[config.mk]
export PLATFORM = sky130hd
export DESIGN_NAME = tcb_mux
export DESIGN_NICKNAME = d
export VERILOG_FILES = /design/src/rtl/tcb_pkg.sv /design/src/rtl/tcb_mux.sv
export SDC_FILE = /design/constraint.sdc
export NUM_CORES = 1
export LEC_CHECK = 0
export CORE_AREA = 4 4 122 124
export DETAILED_ROUTE_END_ITERATION = 10
export DIE_AREA = 0 0 126 128
export DONT_BUFFER_PORTS = 1
export PLACE_DENSITY = 0.3
export SYNTH_ARGS = -nofsm -noshare
export SYNTH_HDL_FRONTEND = slang
export SYNTH_SLANG_ARGS = --single-unit
[constraint.sdc]
create_clock -name man -period 1.52 [get_ports man]
set_input_delay 0.38 -clock man [delete_from_list [all_inputs] [get_ports man]]
set_output_delay 0.38 -clock man [all_outputs]
set_load 0.005 [all_outputs]
[src/rtl/tcb_pkg.sv]
// tcb shared constants, address map and decoded region type
package tcb_pkg;

  ////////////////////////////////////////////////////////////
  // bus constants
  ////////////////////////////////////////////////////////////

  // byte width, byte enables cover this many data bits each
  localparam int unsigned TCB_SW = 8;
  // fixed response delay in cycles
  localparam int unsigned TCB_DLY = 1;

  ////////////////////////////////////////////////////////////
  // address map
  ////////////////////////////////////////////////////////////

  // region bases, both aligned to the span
  localparam logic [31:0] MEM_BASE = 32'h0000_0000;
  localparam logic [31:0] GPIO_BASE = 32'h0000_1000;
  // region size in bytes, power of two
  localparam logic [31:0] REGION_SPAN = 32'h0000_1000;

  // gpio register offsets inside its region
  localparam logic [31:0] GPIO_OUT_OFS = 32'h0000_0000;
  localparam logic [31:0] GPIO_IN_OFS = 32'h0000_0004;

  // decoded target of a request
  typedef enum logic [1:0] {
    REGION_MEM,
    REGION_GPIO,
    REGION_NONE
  } tcb_region_t;

endpackage : tcb_pkg

[src/rtl/tcb_mux.sv]
// tcb multiplexer from several managers to one path, registered response select
`timescale 1ns/1ps

module tcb_mux import tcb_pkg::*; #(
  // bus widths
  parameter int unsigned AW = 32,
  parameter int unsigned DW = 32,
  parameter int unsigned BW = DW/TCB_SW,
  // number of managers
  parameter int unsigned PN = 2,
  localparam int unsigned PL = (PN > 1) ? $clog2(PN) : 1
)(
  input  logic          man,
  input  logic          arst_n,
  // grant from the arbiter
  input  logic [PL-1:0] sel,
  // manager side request
  input  logic          sub_vld [PN-1:0],
  input  logic          sub_wen [PN-1:0],
  input  logic [AW-1:0] sub_adr [PN-1:0],
  input  logic [BW-1:0] sub_ben [PN-1:0],
  input  logic [DW-1:0] sub_wdt [PN-1:0],
  // manager side response
  output logic          sub_rdy [PN-1:0],
  output logic [DW-1:0] sub_rdt [PN-1:0],
  output logic          sub_err [PN-1:0],
  // shared request path
  output logic          dev_vld,
  output logic          dev_wen,
  output logic [AW-1:0] dev_adr,
  output logic [BW-1:0] dev_ben,
  output logic [DW-1:0] dev_wdt,
  // shared response path
  input  logic          dev_rdy,
  input  logic [DW-1:0] dev_rdt,
  input  logic          dev_err,
  // transfer strobe
  output logic          trn
);

  // owner of the response in flight
  logic [PL-1:0] rsp_sel;

  ////////////////////////////////////////////////////////////
  // request
  ////////////////////////////////////////////////////////////

  // granted manager drives the shared path
  assign dev_vld = sub_vld[sel];
  assign dev_wen = sub_wen[sel];
  assign dev_adr = sub_adr[sel];
  assign dev_ben = sub_ben[sel];
  assign dev_wdt = sub_wdt[sel];

  assign trn = dev_vld & dev_rdy;

  // response returns TCB_DLY cycles after the transfer,
  // so one stage of select history is enough
  always_ff @(posedge man or negedge arst_n) begin
    if (!arst_n) begin
      rsp_sel <= '0;
    end else if (trn) begin
      rsp_sel <= sel;
    end
  end

  ////////////////////////////////////////////////////////////
  // response
  ////////////////////////////////////////////////////////////

  for (genvar i = 0; i < PN; i++) begin : gen_rsp
    // ready only to the granted manager, request phase
    assign sub_rdy[i] = (sel == PL'(i)) ? dev_rdy : 1'b0;
    // data and error to the owner, response phase
    assign sub_rdt[i] = (rsp_sel == PL'(i)) ? dev_rdt : '0;
    assign sub_err[i] = (rsp_sel == PL'(i)) ? dev_err : 1'b0;
  end : gen_rsp

endmodule : tcb_mux

-- Word level (Yosys, flattened, before mapping)
Index checks and enable logic that the tools add are counted.
- multiplexer cells: 16
- $lt $le $gt $ge: 1
- bitwise logic cells: 1
- operator list (cell ; count):
    $mux 32 ; 6
    $mux 1 ; 8
    $mux 4 ; 2
    $lt 1x2->1 const B ; 1
    $and 1x1->1 ; 1
- output and inout port bits: 139
- logic and storage cells: 19
- flip-flop bits (word level): 1
- input bits: 177

-- Logic depth before layout (Yosys ltp)
- word-level depth: 3
- gate-level depth with buffers: 3
- mapped depth without buffers: 2

-- Worst setup path before layout
Ideal clock, no wire load.
- kind: input -> output
- from: in sel
- to: out dev_adr[0]
- arrival time: 0.989 ns
- setup slack: 0.151 ns
- buffers on the path: 2
- data required time: 1.140 ns
- stages on the path: 3
- cell sequence: buf_6 > buf_6 > mux2_4
- cells in the longest elaborated chain, start to end: 2
- RTL lines (element ; RTL line ; source):
    start: declaration ; tcb_mux.sv:16 ; input logic [PL-1:0] sel,
    $mux 32 (not written as such) (2 in series) ; tcb_mux.sv:51 ; assign dev_adr = sub_adr[sel];
    end: declaration ; tcb_mux.sv:30 ; output logic [AW-1:0] dev_adr,
No other way between the ends. The select of a mux whose other input is x is not followed.

-- Worst setup path in the final report
- from: in sel
- to: out trn
- cells in the longest elaborated chain, start to end: 3
- RTL lines (element ; RTL line ; source):
    $mux 1 (not written as such) (2 in series) ; tcb_mux.sv:49 ; assign dev_vld = sub_vld[sel];
    $and 1x1->1 ; tcb_mux.sv:55 ; assign trn = dev_vld & dev_rdy;
    end: declaration ; tcb_mux.sv:38 ; output logic trn
No other way between the ends. The select of a mux whose other input is x is not followed.

==> tab_implementation.tex <==
\begin{tabular}{lr}
\hline
Metric & Value \\
\hline
\multicolumn{2}{l}{\textbf{Outcome}} \\
Status & completed \\
\multicolumn{2}{l}{\textbf{GRT}} \\
GRT Overall Usage & between 5 and 6\% \\
Number of global-route vias before repair & between 1,000 and 1,500 \\
Wire length of the first global-routing pass & around 7000 µm \\
Pin count of the biggest net entering global routing & 74 \\
Initial antenna violation count & 0 \\
Sum of overflow across all layers after global routing & 0 \\
\multicolumn{2}{l}{\textbf{Clock network}} \\
Count of instances resized after the clock tree is built & 0 \\
Clock slew seen by the registers of the worst setup and hold paths & 0 ps \\
Hold buffers post-CTS & 0 \\
Clock latency reported for the late side of the worst-skew pair & 0 ps \\
Post CTS Setup Buffer Count & 0 \\
\multicolumn{2}{l}{\textbf{Logic synthesis}} \\
Number of unique standard cell types used by synthesis & 11 \\
Number of synthesized register bits & 1 \\
Sequential fraction of the synthesis area & under 10\% \\
Mean cell area of the mapped netlist & between 10 and 15 µm² \\
Synthesized netlist net count & approximately 340 \\
Instance count of the mapped netlist & $\sim$160 \\
Netlist Area Pre-Place & approximately 0.0016 mm² \\
Yosys warns & 0 \\
\multicolumn{2}{l}{\textbf{Routing}} \\
Number of DRC markers after the initial detailed-route iteration & 28 \\
DR vias & about 1,200 \\
Per-cell routed wire length & between 15 and 20 µm \\
Residual DRC & 0 \\
Number of nets with antenna violations after routing & 0 \\
Via density per instance & $\sim$3.6 \\
Routed Wire Length & slightly above 6000 µm \\
Initial DRT Pass Iterations & 2 \\
\multicolumn{2}{l}{\textbf{Floorplan}} \\
Floorplan die height & about 130 µm \\
Die Area & $\sim$0.016 mm² \\
Count of boundary I/O pins & 316 \\
Effective utilization at floorplan & a little under an eighth \\
Cell row count & 43 \\
Die Width & 126 µm \\
Core Region & 0.0138 mm² \\
\multicolumn{2}{l}{\textbf{Worst setup path}} \\
Crit path cell chain & mux2\_4 -> and2\_1 \\
Worst path slowest cell & mux2\_4 \\
Cells on worst reg2reg path & 3 \\
Largest incremental delay on the critical path & between 300 and 400 ps \\
Startpoint type of the worst setup path & input port \\
Critical path capture point type & primary output \\
Sum of buffers and inverters on the critical path & 0 \\
Data required, critical path & 1140 ps \\
Largest fanout on the critical path & between 70 and 80 \\
Crit path arrival time & 920 ps \\
Worst Path Class, Setup & input port to primary output \\
Stages on worst setup path & 2 \\
Crit-path leading delay family & multiplexers \\
\multicolumn{2}{l}{\textbf{Job}} \\
MaxCap Viol Count & 0 \\
\multicolumn{2}{l}{\textbf{STA}} \\
Final setup vio count & 0 \\
Aggregate negative setup slack & 0 ps \\
Final hold slack & between 80 and 90 ps \\
Fin. max-slew vios & 0 \\
Remaining max-slew budget at the tightest pin & a little under nine tenths \\
Period Utilization, post-route & a little under nine tenths \\
Hold Fails Final Rpt & 0 \\
Worst clock skew & 0 ps \\
Actual slew at the worst max-slew pin & 217 ps \\
Fin crit period & around 1300 ps \\
Highest clock frequency the design can meet & 770 MHz \\
Setup repair after global routing missed its margin & false \\
\multicolumn{2}{l}{\textbf{Power and ir drop}} \\
Leakage power summed over all cells & between 0.7 and 0.8 nW \\
Worst IR drop on VDD & about 0.00027 V \\
Power per standard cell area & roughly 320 mW/mm² \\
\multicolumn{2}{l}{\textbf{Layout}} \\
Nets & between 300 and 400 \\
Largest register FFs & 1 \\
Antenna diode instance count & 0 \\
Synthesis-to-finish area growth & 7.63\% \\
Final instance area & 0.00177 mm² \\
Filler cell count in the final layout & approximately 1,600 \\
Share of layout cells above drive strength 1 & between 40\% and 50\% \\
Largest registers in the final layout & rsp\_sel: 1 flops \\
Biggest register & rsp\_sel \\
\multicolumn{2}{l}{\textbf{Placed design}} \\
IO buf count & 0 \\
Total placed instance area & roughly 0.0018 mm² \\
Last weighted congestion value of the routability-driven placer & roughly 0.7 \\
\multicolumn{2}{l}{\textbf{Hold path}} \\
Hold Path Class & input port to async pin \\
\hline
\end{tabular}
kinds of logic after synthesis:
kind of cell,share of synthesized area [%]
buf+inv,7.32
simple gates,26.5
mux,63.6
flops,1.53
compound gates,0.992
stage by stage:
step | setup WS (ps) | power [W] | utilization [%] | cells
final | 221 | 0.000562 | 12.8 | 324
after global routing | 225 | 0.000595 | 12.8 | 324
after CTS | 228 | 0.000574 | 12.8 | 324
after detailed placement | 232 | 0.000571 | 12.8 | 324
after global placement | 233 | 0.000580 | 12.8 | 324
after floorplan | 151 | 0.000553 | - | 158
Yosys cell counts:
| master | instances | share of area (%) |
|---|---|---|
| a21o_1 | 1 | 0.46 |
| a22o_1 | 1 | 0.53 |
| and2_1 | 35 | 13 |
| buf_2 | 3 | 0.92 |
| buf_6 | 8 | 5.5 |
| clkbuf_1 | 4 | 0.92 |
| dfrtp_1 | 1 | 1.5 |
| mux2_2 | 2 | 1.4 |
| mux2_4 | 68 | 62 |
| nand2_1 | 1 | 0.23 |
| nor2b_1 | 34 | 13 |
metal layers:
layer  GRT usage, %  part of all wire [%]  up-vias
li1               -                     -      504
met1           6.14                    32      529
met2           11.6                    55      147
met3           1.00                    13        0
met4              0                     0        0
met5              0                     0        -
power breakdown:
part	total (W)	internal [W]	switching, W
clock	0	0	0
combinational	0.000529	0.000308	0.000220
sequential	0.0000332	0.0000303	0.00000282
layout make-up:
class                           instances  area [µm²]  area share, %
Tap cell                              180         225           12.8
Multi-Input combinational cell        142        1500           84.7
Timing Repair Buffer                    1        20.0           1.13
Sequential cell                         1        25.0           1.42
path summary, 6_finish.rpt:
check | to | start | slack, ps
setup reg to reg | rsp_sel | rsp_sel | 430
max in group asynchronous | rsp_sel | arst_n | 1370
hold / removal | rsp_sel | arst_n | 80
hold reg to reg | rsp_sel | rsp_sel | 800
min in group man | rsp_sel | sel | 570
setup / recovery | trn | sel | 220
cell usage in the layout (no fill, tap or decap):
cell,n
dfrtp_1,1
buf_12,1
nand2_1,1
and2_1,35
mux2_2,2
a21o_1,1
nor2b_1,34
mux2_4,68
a22o_1,1
(Power assumes the default switching activity.)
