--- src/rtl/tcb_pkg.sv ---
// tcb shared constants, address map and decoded region type
package tcb_pkg;

  ////////////////////////////////////////////////////////////
  // bus constants
  ////////////////////////////////////////////////////////////

  // byte width, byte enables cover this many data bits each
  localparam int unsigned TCB_SW = 8;
  // fixed response delay in cycles
  localparam int unsigned TCB_DLY = 1;

  ////////////////////////////////////////////////////////////
  // address map
  ////////////////////////////////////////////////////////////

  // region bases, both aligned to the span
  localparam logic [31:0] MEM_BASE = 32'h0000_0000;
  localparam logic [31:0] GPIO_BASE = 32'h0000_1000;
  // region size in bytes, power of two
  localparam logic [31:0] REGION_SPAN = 32'h0000_1000;

  // gpio register offsets inside its region
  localparam logic [31:0] GPIO_OUT_OFS = 32'h0000_0000;
  localparam logic [31:0] GPIO_IN_OFS = 32'h0000_0004;

  // decoded target of a request
  typedef enum logic [1:0] {
    REGION_MEM,
    REGION_GPIO,
    REGION_NONE
  } tcb_region_t;

endpackage : tcb_pkg

--- src/rtl/tcb_demux.sv ---
// tcb address decoder and demultiplexer with error responder for unmapped space
`timescale 1ns/1ps

module tcb_demux import tcb_pkg::*; #(
  // bus widths
  parameter int unsigned AW = 32,
  parameter int unsigned DW = 32,
  parameter int unsigned BW = DW/TCB_SW
)(
  input  logic          man,
  input  logic          arst_n,
  // upstream request
  input  logic          dev_vld,
  input  logic          dev_wen,
  input  logic [AW-1:0] dev_adr,
  input  logic [BW-1:0] dev_ben,
  input  logic [DW-1:0] dev_wdt,
  // upstream response
  output logic          dev_rdy,
  output logic [DW-1:0] dev_rdt,
  output logic          dev_err,
  // memory subordinate
  output logic          mem_vld,
  output logic          mem_wen,
  output logic [AW-1:0] mem_adr,
  output logic [BW-1:0] mem_ben,
  output logic [DW-1:0] mem_wdt,
  input  logic          mem_rdy,
  input  logic [DW-1:0] mem_rdt,
  input  logic          mem_err,
  // gpio subordinate
  output logic          gpio_vld,
  output logic          gpio_wen,
  output logic [AW-1:0] gpio_adr,
  output logic [BW-1:0] gpio_ben,
  output logic [DW-1:0] gpio_wdt,
  input  logic          gpio_rdy,
  input  logic [DW-1:0] gpio_rdt,
  input  logic          gpio_err
);

  // region base mask, span is a power of two
  localparam logic [AW-1:0] BASE_MSK = ~(AW'(REGION_SPAN) - AW'(1));

  // decoded target now and for the response in flight
  tcb_region_t req_reg;
  tcb_region_t rsp_reg;

  ////////////////////////////////////////////////////////////
  // decoder
  ////////////////////////////////////////////////////////////

  always_comb begin
    if ((dev_adr & BASE_MSK) == AW'(MEM_BASE)) begin
      req_reg = REGION_MEM;
    end else if ((dev_adr & BASE_MSK) == AW'(GPIO_BASE)) begin
      req_reg = REGION_GPIO;
    end else begin
      req_reg = REGION_NONE;
    end
  end

  // valid only to the matching target
  assign mem_vld  = dev_vld & (req_reg == REGION_MEM);
  assign gpio_vld = dev_vld & (req_reg == REGION_GPIO);

  // payload shared by both targets
  assign mem_wen  = dev_wen;
  assign mem_adr  = dev_adr;
  assign mem_ben  = dev_ben;
  assign mem_wdt  = dev_wdt;
  assign gpio_wen = dev_wen;
  assign gpio_adr = dev_adr;
  assign gpio_ben = dev_ben;
  assign gpio_wdt = dev_wdt;

  // unmapped space always accepts
  always_comb begin
    case (req_reg)
      REGION_MEM:  dev_rdy = mem_rdy;
      REGION_GPIO: dev_rdy = gpio_rdy;
      default:     dev_rdy = 1'b1;
    endcase
  end

  ////////////////////////////////////////////////////////////
  // response
  ////////////////////////////////////////////////////////////

  always_ff @(posedge man or negedge arst_n) begin
    if (!arst_n) begin
      rsp_reg <= REGION_MEM;
    end else if (dev_vld & dev_rdy) begin
      rsp_reg <= req_reg;
    end
  end

  // error response for unmapped space
  always_comb begin
    case (rsp_reg)
      REGION_MEM: begin
        dev_rdt = mem_rdt;
        dev_err = mem_err;
      end
      REGION_GPIO: begin
        dev_rdt = gpio_rdt;
        dev_err = gpio_err;
      end
      default: begin
        dev_rdt = '0;
        dev_err = 1'b1;
      end
    endcase
  end

endmodule : tcb_demux

--- config.mk ---
export PLATFORM = sky130hd
export DESIGN_NAME = tcb_demux
export DESIGN_NICKNAME = d
export VERILOG_FILES = /design/src/rtl/tcb_pkg.sv /design/src/rtl/tcb_demux.sv
export SDC_FILE = /design/constraint.sdc
export NUM_CORES = 1
export LEC_CHECK = 0
export BUFFER_PORTS_ARGS = -buffer_cell sky130_fd_sc_hd__buf_2
export CORE_AREA = 4 4 120 122
export DETAILED_ROUTE_END_ITERATION = 10
export DIE_AREA = 0 0 124 126
export PLACE_DENSITY_LB_ADDON = 0.25
export SLEW_MARGIN = 30
export SYNTH_ARGS = -nofsm -noshare
export SYNTH_HDL_FRONTEND = slang
export SYNTH_SLANG_ARGS = --single-unit
export TNS_END_PERCENT = 100
--- constraint.sdc ---
create_clock -name man -period 1.64 [get_ports man]
set_input_delay 0.082 -clock man [delete_from_list [all_inputs] [get_ports man]]
set_output_delay 0.082 -clock man [all_outputs]
set_load 0.005 [all_outputs]
### Word-level counts from Yosys, hierarchy flattened

Index checks and enable logic that the tools add are counted.

* bits in registers: 2
* input port bits: 140
* logic and storage cells: 15
* output and inout bits: 174

* multiplexer cells: 5
* bitwise operators: 3
* reduce and logical (&&, ||, !) cells: 3
* equality and inequality tests: 3

Operators by type and width (number)
* $pmux W32 S2: 1
* $logic_not A32 Y1: 1
* $eq A20 B1 Y1 const B: 1
* $eq A2 B1 Y1 const B: 2
* $logic_not A2 Y1: 2
* $mux W2: 2
* $pmux W1 S2: 2
* $and A1 B1 Y1: 3

### Logic depth before layout (Yosys ltp)

* depth in word-level cells: 6
* mapped depth: 4

### Worst setup path after synthesis

Ideal clock, no wire load.

* path kind: input to register
* start point: input dev_adr[23]
* end point: register rsp_reg[1]
* data required time: 1514 ps
* path buffers: 0
* arrival: 1315 ps
* library setup time: 126 ps
* slack: 199 ps
* stages: 3
* path through: or4_4 or3_4 a221o_1

* cells in the longest elaborated chain, start to end: 6
* elaborated cells on any way between the ends: 8
* classes of those cells: 2 x eq/ne; 3 x mux; 1 x bitwise; 2 x reduce/logical

RTL lines
* start, declared: RTL line tcb_demux.sv:15 `input logic [AW-1:0] dev_adr,`
* $eq A20 B1 Y1: RTL line tcb_demux.sv:56 `end else if ((dev_adr & BASE_MSK) == AW'(GPIO_BASE)) begin`
* $mux W2: RTL line tcb_demux.sv:56
* $mux W2 *: RTL line tcb_demux.sv:54 `if ((dev_adr & BASE_MSK) == AW'(MEM_BASE)) begin`
* $eq A2 B1 Y1 or $logic_not A2 Y1 (tied branches): RTL line tcb_demux.sv:79 `case (req_reg)`
* $pmux W1 S2: RTL line tcb_demux.sv:79
* $and A1 B1 Y1: RTL line tcb_demux.sv:93 `end else if (dev_vld & dev_rdy) begin`
* end signal, assigned: RTL line tcb_demux.sv:94 `rsp_reg <= req_reg;`
* end, declared: RTL line tcb_demux.sv:47 `tcb_region_t rsp_reg;`

Mark *: on every way between the ends. The rest lies on a longest branch, timed or not.
A chain may end at the register's enable or synchronous reset.

### Worst setup path in the final report

* start point: input dev_adr[27]
* end point: output dev_rdy

* cells in the longest elaborated chain, start to end: 5
* elaborated cells on any way between the ends: 7
* classes of those cells: 2 x eq/ne; 3 x mux; 2 x reduce/logical

RTL lines
* $eq A20 B1 Y1: RTL line tcb_demux.sv:56
* $mux W2: RTL line tcb_demux.sv:56
* $mux W2 *: RTL line tcb_demux.sv:54
* $eq A2 B1 Y1 or $logic_not A2 Y1 (tied branches): RTL line tcb_demux.sv:79
* $pmux W1 S2 *: RTL line tcb_demux.sv:79
* end, declared: RTL line tcb_demux.sv:19 `output logic dev_rdy,`

Marks and branches as above.

==> impl_results.md <==
- Status: completed
- Die extent in y: 126 µm
- Non-Filler Instances: 445
- Initial Util: 13.1%
- Avg Inst Size Synth: 7.33 µm²
- DR iter-0 viols: 9
- Worst min-delay path class: in2out
- CP max-delay cell: or4_4
- Hold slack: 0.164 ns
- Diodes inserted: 0
- Largest cells by area after synthesis: buf_4 60%, mux2i_1 19%, nor2_1 7.2%
- Fmax achieved: 612 MHz
- Port bufs: 166
- Placed Area: 0.00178 mm²
- Die X: 124 µm
- Post-synthesis cell area: 0.00173 mm²
- Post-synth EDFFs: 0
- Slew HR: 57.9%
- Post-route clock skew: 0 ns
- Number of cell rows: 42
- Most common cell in the netlist: buf_4
- CTS max path bufs: 2
- Final core utilization: 14.4%
- Final setup violation count: 0
- Post-route cell area: 0.00190 mm²
- Post-synth top flop: dfrtp_1
- Vias in the first global route: 1532
- Warnings from Yosys: 0
- Dpl cells: 440
- Critical Path AT: 1.55 ns
- Crit-path cells: buf_6, or4_4, or3_4, or3_1, buf_2
- Top cell type's share of synthesized area: 59.9%
- Pin count of the biggest net entering global routing: 21
- PwrDens: 373 mW/mm²
- Fin. max-slew vios: 0
- # H-tree levels: 1
- Critical path type: in2out
- Crit path largest cell delay: 0.52 ns
- VDD IR-drop max: 0.000312 V
- Initial antenna violation count: 0
- Clk sinks: 2
- Final ANT Viol Nets: 0
- Max reg flops: 2
- Synth cell types: 23
- Num CTS Buffers: 3
- Area growth, synth to finish: 9.62%
- Synth async-reset ratio: 100%
- Final weighted congestion in routability-driven placement: 0.725
- Final Cycle Share: 99.7%
- Yosys reg bits: 2
- Final Hold Fails: 0
- Overall power: 0.707 mW
- Setup bufs post-CTS: 0
- CTS tree: built
- First-pass GRT wire length: 7.17 mm
- I/O pins: 314
- Fin crit period: 1.63 ns
- Mapped Nets: 376
- Gr ovfl total: 0
- RSZ-0062 raised after global routing: yes
- Mapped Cells: 236
- Via count: 1461
- Dominant cell type by area after synthesis: buf_4
- DR vias/cell: 3.28
- Max-cap violations: 0
- Sequential-to-total area share from yosys stat: 2.89%
- Req. time, crit path: 1.56 ns
- Clk_lat worst skew: 0.22 ns
- Layout cells sized above 1: 68.0%
- Nets: 410
- # DRC: 0
- Routed WL: 5.20 mm
- Core Box Area: 0.0132 mm²
- Endpoint class of the critical path: output pin
- WL per Instance: 11.7 µm
- Slew @ Worst Pin: 0.632 ns
- Top cells by count, synth: 138 x buf_4, 33 x nor2_1, 32 x mux2i_1
- Leakage power: 0.964 nW
- Clock root buffer: clkbuf_16
- Total track usage: 5.90%
- Number of iterations in the first detailed-routing pass: 4
- Die ar.: 0.0156 mm²
- Critical Path Start Type: input pin
- HPWL after DPL: 4.56 mm
- Crit Path Max Fanout: 4
## placed cells by master (no fill, tap or decap), types with 2 or more instances in the layout
| cell type | netlist | layout |
|---|---|---|
| inv_1 | 3 | 3 |
| or4_4 | 2 | 3 |
| buf_2 | 3 | 163 |
| clkbuf_16 | 0 | 3 |
| nor4_1 | 2 | 2 |
| buf_4 | 138 | 7 |
| buf_6 | 0 | 3 |
| nor2_1 | 33 | 33 |
| or3_1 | 2 | 2 |
| mux2i_1 | 32 | 32 |
## area by class of cell
type | count | area (µm²)
flip-flops and latches | 2 | 51.3
fillers | 1530 | 11300
inverters | 3 | 11.3
well taps | 176 | 220
multi-input cells | 85 | 602
clock buffers | 4 | 78.8
repair buffers | 175 | 932
## repair_timing
item / in CTS / in global routing
hold buffers: 1 / 0
gates resized for setup: 4 / 0
setup endpoints to repair: 2 / 1
endpoints found under the hold margin: 2 / 0
pin swaps: 1 / 0
## power by group
part	leakage [nW]	switching (mW)	internal [mW]
logic	0.904	0.107	0.164
clock network	0.0382	0.0608	0.320
registers	0.0215	0.00541	0.0506
## per-stage QoR
stage / setup WS (ns) / setup TNS, ns
final: 0.00547 / 0
after global routing: -0.0342 / -0.0342
after CTS: -0.00426 / -0.00426
after detailed placement: -0.0511 / -0.0583
after global placement: -0.0519 / -0.0519
after floorplan: 0.199 / 0
## final timing paths
path	depth (start not counted)	to	from	slack, ns
max	5	dev_rdy	dev_adr[27]	0.005
min	0	gpio_wdt[22]	dev_wdt[22]	0.16
max reg2reg	1	rsp_reg[1]	rsp_reg[1]	0.51
min reg2reg	1	rsp_reg[0]	rsp_reg[0]	0.60
max in group asynchronous	2	rsp_reg[0]	arst_n	1.33
min in group asynchronous	2	rsp_reg[0]	arst_n	0.20
## logic make-up (layout without fill, tap and decap cells)
logic type,count (synthesis),after routing,share of synthesized area (%)
AOI/OAI and AO/OA,6,6,2.75
muxes,33,33,19.2
DFF,2,2,2.89
and+or+nand+nor,46,46,12.7
buffers and inverters,149,182,62.5
## critical path, delay by kind of cell
kind | cells | cell delay, ns
buf+inv | 2 | 0.23
simple gates | 3 | 1.23
## routing by layer
metal	share of wire, %	vias up	GRT usage [%]
met1	30	611	4.77
li1	-	688	-
met4	6.4	0	4.90
met5	0	-	0
met2	50	118	11.4
met3	13	44	1.57
(Power assumes the default switching activity.)
