[config.mk]
export PLATFORM = sky130hd
export DESIGN_NAME = tcb_arb
export DESIGN_NICKNAME = d
export VERILOG_FILES = /design/src/rtl/tcb_arb.sv
export SDC_FILE = /design/constraint.sdc
export NUM_CORES = 1
export LEC_CHECK = 0
export ABC_AREA = 1
export ABC_CLOCK_PERIOD_IN_PS = 1100
export BUFFER_PORTS_ARGS = -buffer_cell sky130_fd_sc_hd__buf_2
export CAP_MARGIN = 5
export CORE_AREA = 2 2 39 41
export DETAILED_ROUTE_END_ITERATION = 6
export DIE_AREA = 0 0 41 43
export PLACE_DENSITY = 0.3
export SYNTH_ARGS = -nofsm -noshare
export SYNTH_HDL_FRONTEND = slang
export SYNTH_SLANG_ARGS = --single-unit
[constraint.sdc]
create_clock -name man -period 1.1 [get_ports man]
set_input_delay 0.055 -clock man [delete_from_list [all_inputs] [get_ports man]]
set_output_delay 0.055 -clock man [all_outputs]
set_load 0.02 [all_outputs]
[src/rtl/tcb_arb.sv]
// tcb fixed-priority arbiter, grant held while the owner keeps its lock
`timescale 1ns/1ps

module tcb_arb #(
  // number of managers
  parameter int unsigned PN = 2,
  localparam int unsigned PL = (PN > 1) ? $clog2(PN) : 1
)(
  input  logic          man,
  input  logic          arst_n,
  // request valid per manager
  input  logic          vld [PN-1:0],
  // arbitration lock per manager
  input  logic          lck [PN-1:0],
  // transfer strobe from the mux
  input  logic          trn,
  // grant index
  output logic [PL-1:0] sel
);

  // lowest requesting index
  logic [PL-1:0] pri;
  // lock owner state
  logic          own_lck;
  logic [PL-1:0] own_idx;

  ////////////////////////////////////////////////////////////
  // priority
  ////////////////////////////////////////////////////////////

  // scan from the top so the lowest index wins last
  always_comb begin
    pri = '0;
    for (int i = PN-1; i >= 0; i--) begin
      if (vld[i]) begin
        pri = PL'(i);
      end
    end
  end

  // owner keeps the grant while locked
  assign sel = own_lck ? own_idx : pri;

  ////////////////////////////////////////////////////////////
  // lock owner
  ////////////////////////////////////////////////////////////

  // captured on each transfer
  // a transfer without lock releases the owner
  always_ff @(posedge man or negedge arst_n) begin
    if (!arst_n) begin
      own_lck <= 1'b0;
      own_idx <= '0;
    end else if (trn) begin
      own_lck <= lck[sel];
      own_idx <= sel;
    end
  end

endmodule : tcb_arb

* After elaboration in Yosys (flattened, before gate mapping) *
Cells that the tools add are included.

storage, ports and cells
  bits in registers = 2
  logic and storage cells = 8

operators by class
  $lt $le $gt $ge = 1
  mux-type cells = 5

operator list
  kind                                                                          count
  1-bit 2-to-1 mux                                                              5
  1-bit by 2-bit less-than comparator with 1-bit output, second input constant  1

* Logic depth before layout (Yosys ltp) *
Gate-level depths: netlist of run 1.

  depth in word-level cells = 5
  mapped depth = 6
  gate-level depth less buffers = 6

* Least setup slack after synthesis of run 1 *
No wires, ideal clock.

  kind = reg-to-reg
  start = register own_lck
  end = register own_lck
  data arrival time = 796 ps
  required time = 983 ps
  setup slack = 186 ps
  cell stages (with the launch flop) = 7
  buffers on the path = 0
  period minus slack after synthesis = 914 ps
  cells stage by stage = dfrtp_1 inv_1 nand3_2 nand2_2 nand2_1 nand3_1 nand2_1

between the ends
  word-level cells in the longest chain between the ends = 3

RTL lines
  element                                               line  source
  start, declared                                       24    logic own_lck;
  start signal, assigned                                55    own_lck <= lck[sel];
  1-bit 2-to-1 mux                                      42    assign sel = own_lck ? own_idx : pri;
  via sel                                               18    output logic [PL-1:0] sel
  1-bit 2-to-1 mux (implied by the code) (2 in series)  55

The timed path passes the listed nets, and every way through them passes these cells. The select of a mux whose other input is x is not followed.
A chain may end at the register's enable or synchronous reset.

* Final worst setup path of run 1 *
  start = register own_lck
  end = output port sel

between the ends
  word-level cells in the longest chain between the ends = 1

RTL lines
  element           line
  1-bit 2-to-1 mux  42
  end, declared     18

No other way between the ends.

==> flow_summary.yaml, run 1 <==
status:
  status: "completed"
yosys:
  synth_seq_area_share_pct: 42.1
  syn_area_um2: 119
  synth_flop_cell: "dfrtp_1"
  synthTopCellsByArea: "dfrtp_1 (42%), inv_1 (13%), nand2_1 (9.5%), nand3_1 (8.4%), nand3_2 (8.4%)"
  synth.distinct_cells: 9
  synth_cells: 16
  yosysTopAreaCell: "dfrtp_1"
  synth_area_per_cell_um2: 7.43
  synth_top_cells_by_count: "inv_1 (4), nand2_1 (3), dfrtp_1 (2), nand3_1 (2)"
  syn-num-nets: 23
  async_reset_ff_share_pct: 100
  yosys_register_bits: 2
  yosys_warnings: 0
  synth_edf_count: 0
  synth.most_common_cell: "inv_1"
  synth_top_area_share_pct: 42.1
setup_path:
  reg2reg_to: "own_lck"
  slowest_stage: "dfrtp_1"
  r2r-start: "own_lck"
  worst-r2r-setup-slack_ns: 0.20
  path_cells: "inv_1, nand3_2, nand2_2, buf_4"
  slowest_delay_ns: 0.37
  critPathKind: "reg -> out"
  startpoint_type: "flip-flop"
  reg2reg_depth: 6
  crit_family: "flip-flops"
  required_ns: 1.04
  critPathMaxFanout: 3
  critPathBufInv: 2
  end_kind: "output port"
  arrival_ns: 0.99
power_and_ir_drop:
  total_power_mw: 0.336
  power.density_nw_per_um2: 1610
  leakage_nw: 0.116
  peakVddDrop_uv: 196
detailed_routing:
  wire_per_inst_um: 7.30
  vias: 135
  routed_via_density: 3.14
  drt_first_pass_iters: 4
  wirelength_um: 314
  drc_errors: 0
  drtIter0Drc: 4
  drtAntennaViolNets: 0
cts:
  cts_root_buffer: "clkbuf_4"
  cts_tree: "yes"
  post_cts.repair.setup_buffers: 0
  cts.sinks: 2
  cts_max_path_buffers: 2
  htreeDepth: 1
  clk_pin_slew_worst_paths_ns: 0.03
  clk_latency_ns: 0.23
  cts_buffers: 3
global_route:
  grt_antenna_before_repair: 0
  grt_start_max_net_pins: 5
  grtUsageTotal_pct: 4.41
  grt_overflow: 0
  grt_first_pass_wirelength_um: 434
  grt_pass1_vias: 125
finish:
  fillers: 155
  drive_gt1_share_pct: 44.4
  antenna_cells: 0
  utilization_pct: 15.1
  fin_nets: 36
  syn2layout_area_growth_pct: 75.8
placement:
  preCtsSetupSlack_ns: 0.214
  hpwl_um: 235
  place.gp.congestion: 0.580
  io_buffer_count: 7
timing:
  clock_skew_ns: 0.00500
  hold_viol_final: 0
  setup_viol_count_final: 0
  timing.fmax_mhz: 956
  tightest_slew_ns: 0.148
  fin_ws_ns: 0.0539
  grt_setup_unrepaired: "no"
  finalCritPeriodShare_pct: 95.1
  fin_tns_setup_ns: 0
  finalMaxSlewViolations: 0
  fin_crit_ns: 1.05
  max-slew-margin-rel_pct: 90.1
die:
  die_w_um: 41
  die_area_um2: 1760
  start_util_pct: 8.59
  ios: 8
  core_um2: 1380
  die_h_um: 43
  num_rows: 14
worst_hold_path:
  holdCritStartpoint: "trn"
  hp-class: "in -> reg"
  min_to: "own_idx"
  min_path_cells: 2
run:
  cap_viol_max_count: 0
==> layer usage <==
layer	vias up	wire (um)	global-route usage [%]
met5	-	0	0
met4	0	0	8.00
met3	0	33	1.57
met2	5	160	5.31
met1	59	120	3.83
li1	71	-	-
==> cell usage in the layout (no fill, tap or decap), drive strengths merged <==
| cell type | count |
|---|---|
| dfrtp | 2 |
| or2 | 1 |
| nand3 | 3 |
| dlygate4sd3 | 1 |
| a31oi | 1 |
| nand2 | 4 |
| clkbuf | 3 |
| nor2 | 1 |
| inv | 4 |
| buf | 7 |
==> cell families after synthesis <==
group / after synthesis / share of synthesized area, %
simple gates: 9 / 40.0
buf+inv: 4 / 12.6
flops: 2 / 42.1
compound gates: 1 / 5.27
==> sequential cells by signal, summed over array words and instances, names as in the netlist <==
| register | cells |
|---|---|
| own_idx | 1 |
| own_lck | 1 |
==> per-stage QoR <==
stage	area [um2]	hold WS (ns)	instances
6_report	209	0.0707	43
5_1_grt	209	0.0718	43
4_1_cts	206	0.0612	43
3_5_place_dp	174	-0.160	39
3_3_place_gp	174	-0.160	39
2_1_floorplan	119	-0.241	16
==> area by class of cell <==
class	instances	area, um2	share of cell area [%]
multi-input cells	10	53.8	25.7
flip-flops and latches	2	50.0	24.0
repair buffers	8	47.5	22.8
clock buffers	3	22.5	10.8
well taps	16	20.0	9.58
inverters	4	15.0	7.19
==> where the power goes <==
part,switching (mW),internal [mW]
clock network,0.0446,0.121
logic,0.0426,0.0352
registers,0.00662,0.0866
total,0.0938,0.242
==> worst max-delay path by stage <==
stage                     cells after the start  slack, ns  endpoint  startpoint
after global placement                        6       0.20   own_lck     own_lck
after CTS                                     4       0.03       sel     own_lck
after global routing                          4       0.01       sel     own_lck
after floorplan                               6       0.19   own_lck     own_lck
final                                         4       0.05       sel     own_lck
after detailed placement                      6       0.21   own_lck     own_lck
==> repair_timing <==
item                                    in CTS  in global routing
hold endpoints to repair                     2                  0
resized for setup                            0                  1
endpoints found under the setup margin       0                  1
hold buffers                                 1                  0
No activity file was read; power rests on OpenSTA's default activity.
==> inputs of run 2 (changes only) <==
--- a/config.mk
+++ b/config.mk
@@ -12,7 +12,7 @@
 export CORE_AREA = 2 2 39 41
 export DETAILED_ROUTE_END_ITERATION = 6
 export DIE_AREA = 0 0 41 43
-export PLACE_DENSITY = 0.3
+export PLACE_DENSITY_LB_ADDON = 0.25
 export SYNTH_ARGS = -nofsm -noshare
 export SYNTH_HDL_FRONTEND = slang
 export SYNTH_SLANG_ARGS = --single-unit
==> run 2 against run 1 <==
Non-clock buffer count unchanged. Critical path type unchanged. Power down 0.80%. Critical path depth unchanged. Combinational power down 0.5%. First-iteration DRC count up 25%. Register-to-register slack about the same. Clock skew down 0.0033 ns. Clock power about the same. Critical endpoint unchanged. Sequential power about the same. Routed wire length up 0.32%.
==> flow_summary.yaml, run 2 (same netlist as run 1, synthesis figures left out) <==
status:
  status: "completed"
cts:
  cts_buffers: 3
  cts.sinks: 2
  cts_max_path_buffers: 2
  cts_root_buffer: "clkbuf_4"
  htreeDepth: 1
  post_cts.repair.setup_buffers: 0
  clk_pin_slew_worst_paths_ns: 0.03
  clk_latency_ns: 0.22
  cts_tree: "yes"
worst_hold_path:
  min_to: "own_idx"
  min_path_cells: 2
  hp-class: "in -> reg"
  holdCritStartpoint: "trn"
finish:
  syn2layout_area_growth_pct: 75.8
  mostFrequentLayoutCell: "buf_2"
  drive_gt1_share_pct: 44.4
  fin_nets: 36
  reg.largest.list: "own_idx x1, own_lck x1"
  antenna_cells: 0
  final_cell_mix: "buf_2 (6), inv_1 (4), nand2_1 (3), clkbuf_4 (3)"
  fillers: 160
timing:
  hold_viol_final: 0
  finalCritPeriodShare_pct: 95.6
  tightest_slew_ns: 0.114
  max-slew-margin-rel_pct: 92.4
  setup_viol_count_final: 0
  fin_crit_ns: 1.05
  finalMaxSlewViolations: 0
  grt_setup_unrepaired: "no"
  fin_ws_ns: 0.0489
  clock_skew_ns: 0.00171
  fin_tns_setup_ns: 0
  timing.fmax_mhz: 951
detailed_routing:
  routed_via_density: 3.12
  vias: 134
  wire_per_inst_um: 7.33
  drtAntennaViolNets: 0
  drtIter0Drc: 5
  drt_first_pass_iters: 2
  drc_errors: 0
  wirelength_um: 315
setup_path:
  required_ns: 1.04
  arrival_ns: 1.00
  startpoint_type: "flip-flop"
  r2r-start: "own_lck"
  worst-r2r-setup-slack_ns: 0.19
  critPathKind: "reg -> out"
  critPathMaxFanout: 3
  reg2reg_to: "own_lck"
  reg2reg_depth: 6
  end_kind: "output port"
placement:
  preCtsSetupSlack_ns: 0.201
  hpwl_um: 249
  io_buffer_count: 7
  place.gp.congestion: 0.668
run:
  cap_viol_max_count: 0
global_route:
  grt_antenna_before_repair: 0
  grt_overflow: 0
  grt_start_max_net_pins: 5
  grt_first_pass_wirelength_um: 496
  grt_pass1_vias: 121
  grtUsageTotal_pct: 5.51
power_and_ir_drop:
  power.density_nw_per_um2: 1600
  peakVddDrop_uv: 191
  leakage_nw: 0.116
die:
  num_rows: 14
  die_h_um: 43
  start_util_pct: 8.59
  die_area_um2: 1760
  die_w_um: 41
  core_um2: 1380
  ios: 8
-- run 2: per-layer routing --
metal | share of wire [%] | wire (um) | track usage, %
met1 | 49 | 155 | 6.39
met2 | 25 | 80 | 3.44
met3 | 19 | 60 | 4.71
met4 | 6.0 | 19 | 10.0
met5 | 0 | 0 | 0
-- run 2: worst max-delay path: stages, from the launching register on --
cell and delay, ns:
dfrtp_1 0.37, inv_1 0.08, nand3_2 0.10, nand2_2 0.09, buf_4 0.14
-- run 2: cell type report --
type / instances / area (um2) / share of cell area, %
inverters: 4 / 15.0 / 7.19
well taps: 16 / 20.0 / 9.58
multi-input cells: 10 / 53.8 / 25.7
repair buffers: 8 / 47.5 / 22.8
flip-flops and latches: 2 / 50.0 / 24.0
clock buffers: 3 / 22.5 / 10.8
-- run 2: what timing repair did --
item                                   in CTS  in global routing
setup endpoints to repair                   0                  1
resized for setup                           0                  1
endpoints found under the hold margin       2                  0
hold buffers                                1                  0
-- run 2: power breakdown --
part	switching (mW)	internal, mW
Combinational	0.0422	0.0351
Sequential	0.00676	0.0866
Clock	0.0424	0.120
-- run 2: how the worst max path moves through the flow --
stage                        from       to  slack, ns  depth (start not counted)
after floorplan           own_lck  own_lck       0.19                          6
after global placement    own_lck  own_lck       0.19                          6
after detailed placement  own_lck  own_lck       0.20                          6
after CTS                 own_lck      sel       0.02                          4
after global routing      own_lck      sel     0.0006                          4
final                     own_lck      sel       0.05                          4
-- run 2: through the flow --
stage               utilization, %  area [um2]  hold slack (ns)  power (mW)  cells
floorplan                        -         119           -0.241       0.138     16
global placement              12.6         174           -0.155       0.167     39
detailed placement            12.6         174           -0.157       0.165     39
CTS                           14.9         206           0.0535       0.342     43
global route                  15.1         209           0.0662       0.359     43
finish                        15.1         209           0.0594       0.334     43
==> inputs of run 3 (changes only) <==
--- a/config.mk
+++ b/config.mk
@@ -10,6 +10,7 @@
 export BUFFER_PORTS_ARGS = -buffer_cell sky130_fd_sc_hd__buf_2
 export CAP_MARGIN = 5
 export CORE_AREA = 2 2 39 41
+export CTS_BUF_LIST = sky130_fd_sc_hd__clkbuf_8 sky130_fd_sc_hd__clkbuf_16
 export DETAILED_ROUTE_END_ITERATION = 6
 export DIE_AREA = 0 0 41 43
 export PLACE_DENSITY_LB_ADDON = 0.25
==> run 3 against run 2 <==
Cell count stayed put. Register-to-register slack about the same. Global-route usage grew 0.30 points. Sequential cell count did not move. Critical endpoint unchanged.
==> flow_summary.yaml, run 3 (same netlist as run 1, synthesis figures left out) <==
detailed_routing:
  wire_per_inst_um: 7.56
  routed_via_density: 3.12
  drtIter0Drc: 5
  drtAntennaViolNets: 0
  drt_first_pass_iters: 2
  drc_errors: 0
  wirelength_um: 325
  vias: 134
timing:
  timing.fmax_mhz: 965
  finalMaxSlewViolations: 0
  setup_viol_count_final: 0
  fin_crit_ns: 1.04
  max-slew-margin-rel_pct: 92.4
  finalCritPeriodShare_pct: 94.2
  tightest_slew_ns: 0.114
  hold_viol_final: 0
  fin_tns_setup_ns: 0
  grt_setup_unrepaired: "no"
  clock_skew_ns: 0.000868
placement:
  io_buffer_count: 7
  place.gp.congestion: 0.668
  post_dp_cell_area_um2: 174
  hpwl_um: 249
die:
  ios: 8
  core_um2: 1380
  die_h_um: 43
  start_util_pct: 8.59
  die_area_um2: 1760
  die_w_um: 41
  num_rows: 14
power_and_ir_drop:
  total_power_mw: 0.459
  leakage_nw: 0.124
  power.density_nw_per_um2: 2020
  peakVddDrop_uv: 258
setup_path:
  critPathMaxFanout: 3
  arrival_ns: 0.98
  end_kind: "output port"
  crit_start: "own_lck"
  r2r-start: "own_lck"
  critPathKind: "reg -> out"
  required_ns: 1.04
  startpoint_type: "flip-flop"
global_route:
  grt_pass1_vias: 117
  grt_antenna_before_repair: 0
  grt_overflow: 0
  grt_first_pass_wirelength_um: 510
  grtUsageTotal_pct: 5.81
  grt_start_max_net_pins: 5
cts:
  cts_max_path_buffers: 2
  cts_root_buffer: "clkbuf_8"
  clk_latency_ns: 0.21
  cts_buffers: 3
  htreeDepth: 1
  cts_tree: "yes"
  cts.sinks: 2
  clk_pin_slew_worst_paths_ns: 0.03
run:
  cap_viol_max_count: 0
finish:
  mostFrequentLayoutCell: "buf_2"
  syn2layout_area_growth_pct: 91.6
  fillers: 156
  fin_nets: 36
  utilization_pct: 16.5
  final_cell_mix: "buf_2 (6), inv_1 (4), nand2_1 (3), clkbuf_8 (3)"
  reg.largest.list: "own_idx x1, own_lck x1"
  fin_area_um2: 228
  drive_gt1_share_pct: 44.4
  antenna_cells: 0
status:
  status: "completed"
worst_hold_path:
  holdCritStartpoint: "trn"
  hp-class: "in -> reg"
run 3: cell count changes in the layout (fill, tap and decap cells not counted):
| cell | previous run | this run |
|---|---|---|
| clkbuf_4 | 3 | 0 |
| clkbuf_8 | 0 | 3 |
run 3: final timing paths:
kind                       endpoint  slack (ns)  cells past startpoint
setup / recovery                sel        0.06                      4
hold / removal              own_idx        0.07                      2
setup reg to reg            own_lck        0.19                      6
hold reg to reg             own_idx        0.53                      2
max in group asynchronous   own_lck        0.84                      2
min in group asynchronous   own_idx        0.16                      2
run 3: cell type report:
class / count / area, um2 / area share (%)
Inverter: 4 / 15.0 / 6.59
Multi-Input combinational cell: 10 / 53.8 / 23.6
Timing Repair Buffer: 8 / 47.5 / 20.9
Sequential cell: 2 / 50.0 / 22.0
Clock buffer: 3 / 41.3 / 18.1
Tap cell: 16 / 20.0 / 8.79
run 3: where the power goes:
part / total (mW) / leakage (nW) / switching [mW] / internal [mW]
clock: 0.288 / 0.0216 / 0.0568 / 0.231
combinational: 0.0774 / 0.0787 / 0.0422 / 0.0351
sequential: 0.0934 / 0.0237 / 0.00676 / 0.0867
total: 0.459 / 0.124 / 0.106 / 0.353
run 3: what timing repair did:
action                                 4_1_cts  5_1_grt
buffers inserted                             0        0
endpoints found under the hold margin        2        0
gates resized for setup                      0        1
hold buffers                                 1        0
setup endpoints to repair                    0        1
run 3: critical path: stages (launching register included):
cell     delay (ns)
dfrtp_1        0.37
inv_1          0.08
nand3_2        0.10
nand2_2        0.09
buf_4          0.14
run 3: layer usage:
metal | wire length [um] | global-route usage (%)
met3 | 64 | 6.28
met5 | 0 | 0
met1 | 161 | 6.39
met4 | 19 | 10.0
met2 | 80 | 3.44
run 3: per-stage QoR:
stage	instances	setup WS, ns	hold WS, ns
after CTS	43	0.0417	0.0742
after floorplan	16	0.186	-0.241
final	43	0.0635	0.0749
after global routing	43	0.0198	0.0853
after global placement	39	0.189	-0.155
after detailed placement	39	0.201	-0.157
