--- src/rtl/tcb_pkg.sv ---
// tcb shared constants, address map and decoded region type
package tcb_pkg;

  ////////////////////////////////////////////////////////////
  // bus constants
  ////////////////////////////////////////////////////////////

  // byte width, byte enables cover this many data bits each
  localparam int unsigned TCB_SW = 8;
  // fixed response delay in cycles
  localparam int unsigned TCB_DLY = 1;

  ////////////////////////////////////////////////////////////
  // address map
  ////////////////////////////////////////////////////////////

  // region bases, both aligned to the span
  localparam logic [31:0] MEM_BASE = 32'h0000_0000;
  localparam logic [31:0] GPIO_BASE = 32'h0000_1000;
  // region size in bytes, power of two
  localparam logic [31:0] REGION_SPAN = 32'h0000_1000;

  // gpio register offsets inside its region
  localparam logic [31:0] GPIO_OUT_OFS = 32'h0000_0000;
  localparam logic [31:0] GPIO_IN_OFS = 32'h0000_0004;

  // decoded target of a request
  typedef enum logic [1:0] {
    REGION_MEM,
    REGION_GPIO,
    REGION_NONE
  } tcb_region_t;

endpackage : tcb_pkg

--- src/rtl/tcb_gpio.sv ---
// tcb gpio subordinate with output register and synchronized input register
`timescale 1ns/1ps

module tcb_gpio import tcb_pkg::*; #(
  // bus widths
  parameter int unsigned AW = 32,
  parameter int unsigned DW = 32,
  parameter int unsigned BW = DW/TCB_SW,
  // gpio width, at most DW
  parameter int unsigned GPIO_W = 8
)(
  input  logic              man,
  input  logic              arst_n,
  // request
  input  logic              vld,
  input  logic              wen,
  input  logic [AW-1:0]     adr,
  input  logic [BW-1:0]     ben,
  input  logic [DW-1:0]     wdt,
  // response
  output logic              rdy,
  output logic [DW-1:0]     rdt,
  output logic              err,
  // pins
  output logic [GPIO_W-1:0] gpio_out,
  input  logic [GPIO_W-1:0] gpio_in
);

  logic [AW-1:0]     ofs;
  logic              hit_out;
  logic              hit_in;
  // output register with byte enables applied
  logic [DW-1:0]     out_nxt;
  // two stage input sampling
  logic [GPIO_W-1:0] in_meta;
  logic [GPIO_W-1:0] in_sync;

  // offset inside the gpio region
  assign ofs = adr & (AW'(REGION_SPAN) - AW'(1));
  assign hit_out = (ofs == AW'(GPIO_OUT_OFS));
  assign hit_in  = (ofs == AW'(GPIO_IN_OFS));

  assign rdy = 1'b1;

  ////////////////////////////////////////////////////////////
  // registers
  ////////////////////////////////////////////////////////////

  always_comb begin
    out_nxt = DW'(gpio_out);
    for (int b = 0; b < BW; b++) begin
      if (ben[b]) begin
        out_nxt[b*TCB_SW +: TCB_SW] = wdt[b*TCB_SW +: TCB_SW];
      end
    end
  end

  always_ff @(posedge man or negedge arst_n) begin
    if (!arst_n) begin
      gpio_out <= '0;
      in_meta  <= '0;
      in_sync  <= '0;
      err      <= 1'b0;
    end else begin
      in_meta <= gpio_in;
      in_sync <= in_meta;
      if (vld & wen & hit_out) begin
        gpio_out <= out_nxt[GPIO_W-1:0];
      end
      // input register is read only
      if (vld) begin
        err <= ~(hit_out | (hit_in & ~wen));
      end
    end
  end

  // read data, zero for writes and errors
  always_ff @(posedge man) begin
    if (vld) begin
      if (~wen & hit_out) begin
        rdt <= DW'(gpio_out);
      end else if (~wen & hit_in) begin
        rdt <= DW'(in_sync);
      end else begin
        rdt <= '0;
      end
    end
  end

endmodule : tcb_gpio

--- config.mk ---
export PLATFORM = sky130hd
export DESIGN_NAME = tcb_gpio
export DESIGN_NICKNAME = d
export VERILOG_FILES = /design/src/rtl/tcb_pkg.sv /design/src/rtl/tcb_gpio.sv
export SDC_FILE = /design/constraint.sdc
export NUM_CORES = 1
export LEC_CHECK = 0
export ABC_AREA = 1
export BUFFER_PORTS_ARGS = -buffer_cell sky130_fd_sc_hd__buf_2
export CAP_MARGIN = 15
export CELL_PAD_IN_SITES_DETAIL_PLACEMENT = 1
export CELL_PAD_IN_SITES_GLOBAL_PLACEMENT = 1
export CORE_UTILIZATION = 29
export DETAILED_ROUTE_END_ITERATION = 12
export GPL_TIMING_DRIVEN = 1
export MAX_ROUTING_LAYER = met4
export PLACE_DENSITY = 0.86
export SLEW_MARGIN = 15
export SYNTH_ARGS = -nofsm -noshare
export SYNTH_HDL_FRONTEND = slang
export SYNTH_SLANG_ARGS = --single-unit
--- constraint.sdc ---
create_clock -name man -period 1.52 [get_ports man]
set_clock_uncertainty 0.2 [all_clocks]
set_input_delay 0.228 -clock man [delete_from_list [all_inputs] [get_ports man]]
set_output_delay 0.228 -clock man [all_outputs]
set_load 0.03 [all_outputs]
* Word level (Yosys, flattened, before mapping)
Index checks and enable logic that the tools add are counted.
Widths: inputs -> output; s select.
** Word-level totals
- Output and inout port bits :: 42
- Word-level logic and storage cells :: 18
- Register bits :: 57
- Bits of input ports :: 80
** Cells by class
- Bitwise logic cells :: 7
- Eq/ne operators :: 1
- Multiplexer cells :: 2
- Reductions and logical operators :: 2
** Operators by type and width (number)
- $logic_not 32->1 :: 1
- $mux 8 :: 2
- $eq 12x3->1 const B :: 1
- $and 1x1->1 :: 4
- $not 1->1 :: 2
- $reduce_and 2->1 :: 1
- $or 1x1->1 :: 1

* Longest topological paths before layout
Gate-level depths: netlist of the first run.
- Depth after elaboration :: 4
- Depth in mapped cells :: 7
- Gate-level depth less buffers :: 6

* Worst setup path before layout of the first run
OpenSTA, ideal clock, no wires.
- Kind :: input to register
- From :: input port adr[2]
- To :: register rdt[0] (data pin)
- Path slack :: 288 ps
- Cell stages on the path :: 5
- Arrival time :: 901 ps
- Setup time :: 131 ps
- Required time :: 1189 ps
- Buffers on the path :: 1
- Cell sequence :: or2_4 -> nor2_8 -> buf_8 -> nand4_1 -> nand2_1
** On the way
- Cells in the longest elaborated chain, start to end :: 4
- Elaborated cells between the ends (all ways) :: 6
- Classes of those cells :: eq/ne: 1; mux: 2; bitwise: 2; reduce/logical: 1
** RTL lines
- start, declared :: RTL line tcb_gpio.sv:17 : input logic [AW-1:0] adr,
- $eq 12x3->1 :: RTL line tcb_gpio.sv:41 : assign hit_in = (ofs == AW'(GPIO_IN_OFS));
- $and 1x1->1 :: RTL line tcb_gpio.sv:82 : end else if (~wen & hit_in) begin
- $mux 8 :: RTL line tcb_gpio.sv:82
- $mux 8 * :: RTL line tcb_gpio.sv:80 : if (~wen & hit_out) begin
- end signal, assigned :: RTL line tcb_gpio.sv:81 : rdt <= DW'(gpio_out);
- end signal, assigned :: RTL line tcb_gpio.sv:83 : rdt <= DW'(in_sync);
- end, declared :: RTL line tcb_gpio.sv:22 : output logic [DW-1:0] rdt,
Mark *: on every way between the ends. The rest lies on a longest branch, timed or not.
A chain may end at the register's enable or synchronous reset.

* Worst setup path after layout of the first run
- From :: register gpio_out[0]
- To :: output port gpio_out[0]
** RTL lines
- start, declared :: RTL line tcb_gpio.sv:25 : output logic [GPIO_W-1:0] gpio_out,
- start signal, assigned :: RTL line tcb_gpio.sv:68 : gpio_out <= out_nxt[GPIO_W-1:0];
No word-level cell between the ends.

==> metrics, run 1 <==
CP Data Required Time ~1.1 ns; dominant combinational cell family by area after synthesis simple AND/OR/NAND/NOR gates; clock transition at the registers of the reported paths about 0.070 ns; final-layout fill cell count 577; upper clock frequency limit between 700 and 800 MHz; slowest cell delay on critical path between 0.3 and 0.4 ns; area inside the core boundary just under 5000 µm²; Pre-Repair DR Iteration Count 4; WP buf/inv 1; average routed wire per standard cell approximately 12 µm; number of top-level pins 122; Min Clock Period, post-route approximately 1.3 ns; Worst Setup SP gpio_out[0]; final RePlAce weighted congestion 0.732; fraction of synthesized cell area taken by the top area cell type 0.417; depth of the worst register-to-register path 2; critical path fanouts, max 3; Synth Area in Compound Gates 0; synthesis-stage register bit count 33; max-cap violations 0; total global routing track utilization 0.140; Power Density about 940 nW/µm²; sum of routed wire length over all layers 3.22 mm; status finished clean; normalized max-slew margin 0.635; CP Cell Sequence buf_2; number of synthesis warnings 0; summed negative setup slack over all endpoints 0 ns; standard-cell row count 25; worst skew pair latency 0.29 ns; TritonCTS buffer count 5; hold violation total from the final report 0; full die area ~5500 µm²; count of final max-slew check failures 0; capturing point of the worst reg2reg path rdt[0]; initial antenna violation count 0; post-detailed-placement half-perimeter wirelength between 2 and 2.5 mm; vias after detailed routing roughly 1,100; Static Leakage between 1 and 1.5 nW; setup violators final 0; mux share of post-synthesis cell area 0; TritonCTS clock tree done; Final period util 0.867; number of global-route vias before repair 1,159; Worst path slowest cell sky130_fd_sc_hd__dfrtp_1; nets between 200 and 300; setup repair after global routing missed its margin no; fraction of layout instances using a drive strength above 1 0.343; class of the most critical hold timing path in2reg; layout-stage area growth over the synthesis result 28.2%; reg-to-reg critical path startpoint gpio_out[0]; utilization after layout 0.397; DRC violation total after the first TritonRoute iteration 73; fraction of registers with async set or reset after synthesis 0.758; TritonCTS Sinks 33; H-Tree Depth 2; Inserted Diodes 0; number of antenna-violating nets in the routed design 0; library cell with the largest summed area after synthesis sky130_fd_sc_hd__dfrtp_1; xor/xnor share of the synthesized area 0; global-route wire length before repair ~5.3 mm; clock root buffer sky130_fd_sc_hd__clkbuf_8; Die Wd ~74 µm; most frequent cell after synthesis sky130_fd_sc_hd__nand2_1; post-synthesis simple-gate area fraction 0.258; transition time of the tightest slew-check pin between 0.5 and 0.6 ns; die height between 70 and 80 µm; number of cells on the critical path 1; area share of fa/ha/maj cells after synthesis 0; Max IR drop VDD between 0.2 and 0.3 mV; via density per instance about 4.2; Post-synth EDFFs 8; flop2flop setup slack approximately 0.46 ns; startpoint class of the critical path register; maximum root-to-sink buffer count 2; sequential area share after synthesis 0.577; post-synthesis instance area roughly 1500 µm²; Overflow after GRT 0; mean instance size in the synthesized netlist roughly 11 µm²; starting density of the core 0.309; Setup Crit Path Kind reg2out; arrival time at the worst endpoint 0.89 ns; Buffers on Ports just under 50; critical path endpoint category output pin; synth cell count leaders sky130_fd_sc_hd__nand2_1 (32), sky130_fd_sc_hd__buf_4 (28), sky130_fd_sc_hd__dfrtp_1 (25), sky130_fd_sc_hd__nand4_1 (16), sky130_fd_sc_hd__nand3_1 (10); distinct cell type count after synthesis 17; Setup crit end gpio_out[0]; pin count of the biggest net entering global routing 26; post-synthesis instance total between 100 and 150; cell types with the largest area share after synthesis sky130_fd_sc_hd__dfrtp_1 (42%), sky130_fd_sc_hd__edfxtp_1 (16%), sky130_fd_sc_hd__buf_4 (14%), sky130_fd_sc_hd__nand2_1 (8.0%), sky130_fd_sc_hd__nand4_1 (6.7%); remaining design rule violation count 0; critical path's top delay family flip-flops; most frequently used flop master after synthesis sky130_fd_sc_hd__dfrtp_1
## flip-flops by register name, summed over array words and instances (netlist names)
| signal | flops |
|---|---|
| in_meta | 8 |
| gpio_out | 8 |
| err | 1 |
| in_sync | 8 |
| rdt | 8 |
## where the power goes
group | switching (mW) | internal, mW | total, mW
Combinational | 0.170 | 0.0674 | 0.238
Sequential | 0.00798 | 0.939 | 0.947
Clock | 0.314 | 0.316 | 0.631
## area by class of cell
| class | instances | area (µm²) | share of cell area |
|---|---|---|---|
| inverters | 4 | 15.0 | 0.00781 |
| clock inverters | 3 | 16.3 | 0.00846 |
| well taps | 67 | 83.8 | 0.0436 |
| clock buffers | 5 | 68.8 | 0.0358 |
| multi-input cells | 97 | 480 | 0.250 |
| repair buffers | 65 | 393 | 0.204 |
| flip-flops and latches | 33 | 866 | 0.450 |
## how the worst min path moves through the flow
stage,start,to,slack [ns],cells after the start
finish,wdt[7],gpio_out[7],0.006,3
global route,wdt[4],gpio_out[4],0.01,3
CTS,wdt[5],gpio_out[5],0.001,3
detailed placement,arst_n,err,0.05,1
global placement,arst_n,err,0.04,1
floorplan,arst_n,err,-0.27,0
## what timing repair did
| item | in CTS | in global routing |
|---|---|---|
| hold endpoints to repair | 35 | 0 |
| resized for setup | 0 | 0 |
| setup buffers | 0 | 0 |
| setup endpoints to repair | 0 | 0 |
| hold buffers | 11 | 0 |
## cells in the final DEF (no fill, tap or decap)
cell	instances
sky130_fd_sc_hd__buf_2	49
sky130_fd_sc_hd__edfxtp_1	8
sky130_fd_sc_hd__inv_2	2
sky130_fd_sc_hd__nor2_8	2
sky130_fd_sc_hd__inv_4	1
sky130_fd_sc_hd__nor2_2	1
sky130_fd_sc_hd__conb_1	25
sky130_fd_sc_hd__dfrtp_1	25
sky130_fd_sc_hd__nor2_1	7
sky130_fd_sc_hd__inv_1	2
sky130_fd_sc_hd__nand2_1	32
sky130_fd_sc_hd__nor2_4	1
sky130_fd_sc_hd__nand4_1	16
sky130_fd_sc_hd__or2_4	1
sky130_fd_sc_hd__clkinv_2	2
sky130_fd_sc_hd__clkbuf_8	5
sky130_fd_sc_hd__buf_4	5
sky130_fd_sc_hd__nand3_1	10
sky130_fd_sc_hd__nand3_4	1
sky130_fd_sc_hd__nand2_2	1
sky130_fd_sc_hd__dlygate4sd3_1	11
## through the flow
step                total power [mW]  area [µm²]  cells  setup slack, ns  hold WS, ns
CTS                             1.84        1920    274            0.179      0.00122
detailed placement              1.18        1730    255          0.00629       0.0490
global placement                1.17        1730    255           0.0538       0.0368
finish                          1.81        1920    274            0.201      0.00551
floorplan                       1.15        1590    163            0.288       -0.268
global route                    1.91        1920    274            0.163       0.0126
## kinds of logic (layout without fill, tap and decap cells)
kind of cell	count (synthesis)	in the layout
other	2	25
and+or+nand+nor	72	72
DFF	33	33
buffers and inverters	33	77
## routing by layer
layer  up-vias  GRT usage  share of wire
met2        47      0.238           0.52
li1        548          -              -
met4         0     0.0726          0.022
met5         -          -              0
met1       536      0.138           0.38
met3         9     0.0535          0.073
Power figures use the tool's default switching activity.
==> run 2, diff against run 1 <==
- REMOVE_ABC_BUFFERS: unset -> 1
==> run 2 against run 1 <==
Compared with the run above: clock power rose by 6.5%; via count rose by 1.5%; total power rose by 2.9%; die area did not move; non-clock buffer count rose by 6; sequential share of layout area fell by 1.3 points.
==> metrics, run 2 (synthesis gave the netlist of run 1 again) <==
status finished clean; clock transition at the registers of the reported paths 0.06 ns; clock root buffer sky130_fd_sc_hd__clkbuf_8; most common cell after layout, fill and taps aside sky130_fd_sc_hd__buf_2; die height between 70 and 80 µm; via density per instance 4.13; post-CTS setup buffer count 0; DRC violation total after the first TritonRoute iteration 38; initial antenna violation count 0; Power Density about 940 nW/µm²; startpoint class of the critical path register; vias after detailed routing 1,157; nets around 300; number of cells on the critical path 1; Post-CTS Hold Buffers 14; Multi-input gate area a little under 500 µm²; layout-stage area growth over the synthesis result 32.0%; number of top-level pins approximately 120; total global routing track utilization 0.141; Overflow after GRT 0; Final period util 0.876; Inserted Diodes 0; critical path fanouts, max 3; post-detailed-placement half-perimeter wirelength 2.52 mm; depth of the worst register-to-register path 2; CP Data Required Time 1.09 ns; critical path endpoint category output pin; upper clock frequency limit about 750 MHz; CP Cell Sequence buf_2; arrival time at the worst endpoint 0.90 ns; Static Leakage 1.06 nW; slowest cell delay on critical path roughly 0.40 ns; setup violators final 0; normalized max-slew margin 0.617; Pre-Repair DR Iteration Count 4; remaining design rule violation count 0; hold violation total from the final report 0; leading cell types in the layout, fill and taps excluded sky130_fd_sc_hd__buf_2 (49), sky130_fd_sc_hd__nand2_1 (32), sky130_fd_sc_hd__conb_1 (25), sky130_fd_sc_hd__dfrtp_1 (25), sky130_fd_sc_hd__nand4_1 (16); count of instances resized after the clock tree is built 0; max-cap violations 0; TritonCTS clock tree done; summed negative setup slack over all endpoints 0 ns; count of final max-slew check failures 0; Setup crit end gpio_out[6]; TritonCTS Sinks 33; Min Clock Period, post-route approximately 1.3 ns; Worst path slowest cell sky130_fd_sc_hd__dfrtp_1; average routed wire per standard cell approximately 13 µm; WP buf/inv 1; Buffers on Ports 49; maximum root-to-sink buffer count 2; final RePlAce weighted congestion ~0.75; fraction of layout instances using a drive strength above 1 0.338; number of antenna-violating nets in the routed design 0; Worst Setup SP gpio_out[6]; pin count of the biggest net entering global routing 26; full die area around 5500 µm²; Setup Crit Path Kind reg2out; class of the most critical hold timing path in2reg; standard-cell row count 25; TritonCTS buffer count 5; critical path's top delay family flip-flops; transition time of the tightest slew-check pin between 0.5 and 0.6 ns; capturing point of the worst reg2reg path rdt[6]; global-route wire length before repair approximately 5.3 mm; number of global-route vias before repair approximately 1,200; H-Tree Depth 2; area inside the core boundary slightly below 5000 µm²; worst skew pair latency around 0.28 ns; Die Wd approximately 74 µm; utilization after layout 0.409; final-layout fill cell count just under 600; reg-to-reg critical path startpoint gpio_out[6]; flop2flop setup slack 0.50 ns; sum of routed wire length over all layers around 3.5 mm; Max IR drop VDD ~0.50 mV; setup repair after global routing missed its margin no; starting density of the core 0.309; Sequential Area between 800 and 900 µm²
[run 2: cell types whose count changed in the layout (fill, tap and decap cells not counted)]
cell                            previous run  this run
sky130_fd_sc_hd__clkbuf_8                  5         6
sky130_fd_sc_hd__clkbuf_1                  0         2
sky130_fd_sc_hd__buf_4                     5         8
sky130_fd_sc_hd__inv_4                     1         0
sky130_fd_sc_hd__dlygate4sd3_1            11        14
sky130_fd_sc_hd__clkinv_2                  2         0
[run 2: layout make-up]
type / count / area share
flip-flops and latches: 33 / 0.437
multi-input cells: 97 / 0.243
repair buffers: 71 / 0.225
clock buffers: 8 / 0.0455
well taps: 67 / 0.0423
inverters: 4 / 0.00758
[run 2: through the flow]
step | hold WS, ns | area (µm²) | instances | setup WS [ns] | power [mW]
after CTS | 0.00499 | 1980 | 280 | 0.190 | 1.89
after global routing | 0.00552 | 1980 | 280 | 0.156 | 1.97
after detailed placement | 0.0618 | 1750 | 258 | 0.0335 | 1.19
after global placement | 0.0439 | 1750 | 258 | 0.0717 | 1.18
final | 0.00613 | 1980 | 280 | 0.189 | 1.87
after floorplan | -0.268 | 1360 | 134 | 0.239 | 1.10
[run 2: layer usage]
metal | track usage | wire (µm) | vias to the layer above
met5 | - | 0 | -
met4 | 0.0577 | 51 | 0
met3 | 0.0453 | 196 | 7
met2 | 0.235 | 1810 | 50
met1 | 0.155 | 1440 | 543
li1 | - | - | 557
[run 2: worst min path at each step]
stage	depth (start not counted)	slack, ns	end	from
2_1_floorplan	0	-0.27	err	arst_n
3_3_place_gp	1	0.04	in_meta[1]	arst_n
3_5_place_dp	1	0.06	in_meta[1]	arst_n
4_1_cts	3	0.005	gpio_out[2]	wdt[2]
5_1_grt	3	0.006	gpio_out[2]	wdt[2]
6_report	3	0.006	gpio_out[1]	wdt[1]
[run 2: power breakdown]
group | total [mW] | internal, mW | switching [mW] | leakage (nW)
logic | 0.248 | 0.0749 | 0.173 | 0.621
registers | 0.948 | 0.939 | 0.00902 | 0.390
clock network | 0.672 | 0.369 | 0.303 | 0.0455
total | 1.87 | 1.38 | 0.485 | 1.06
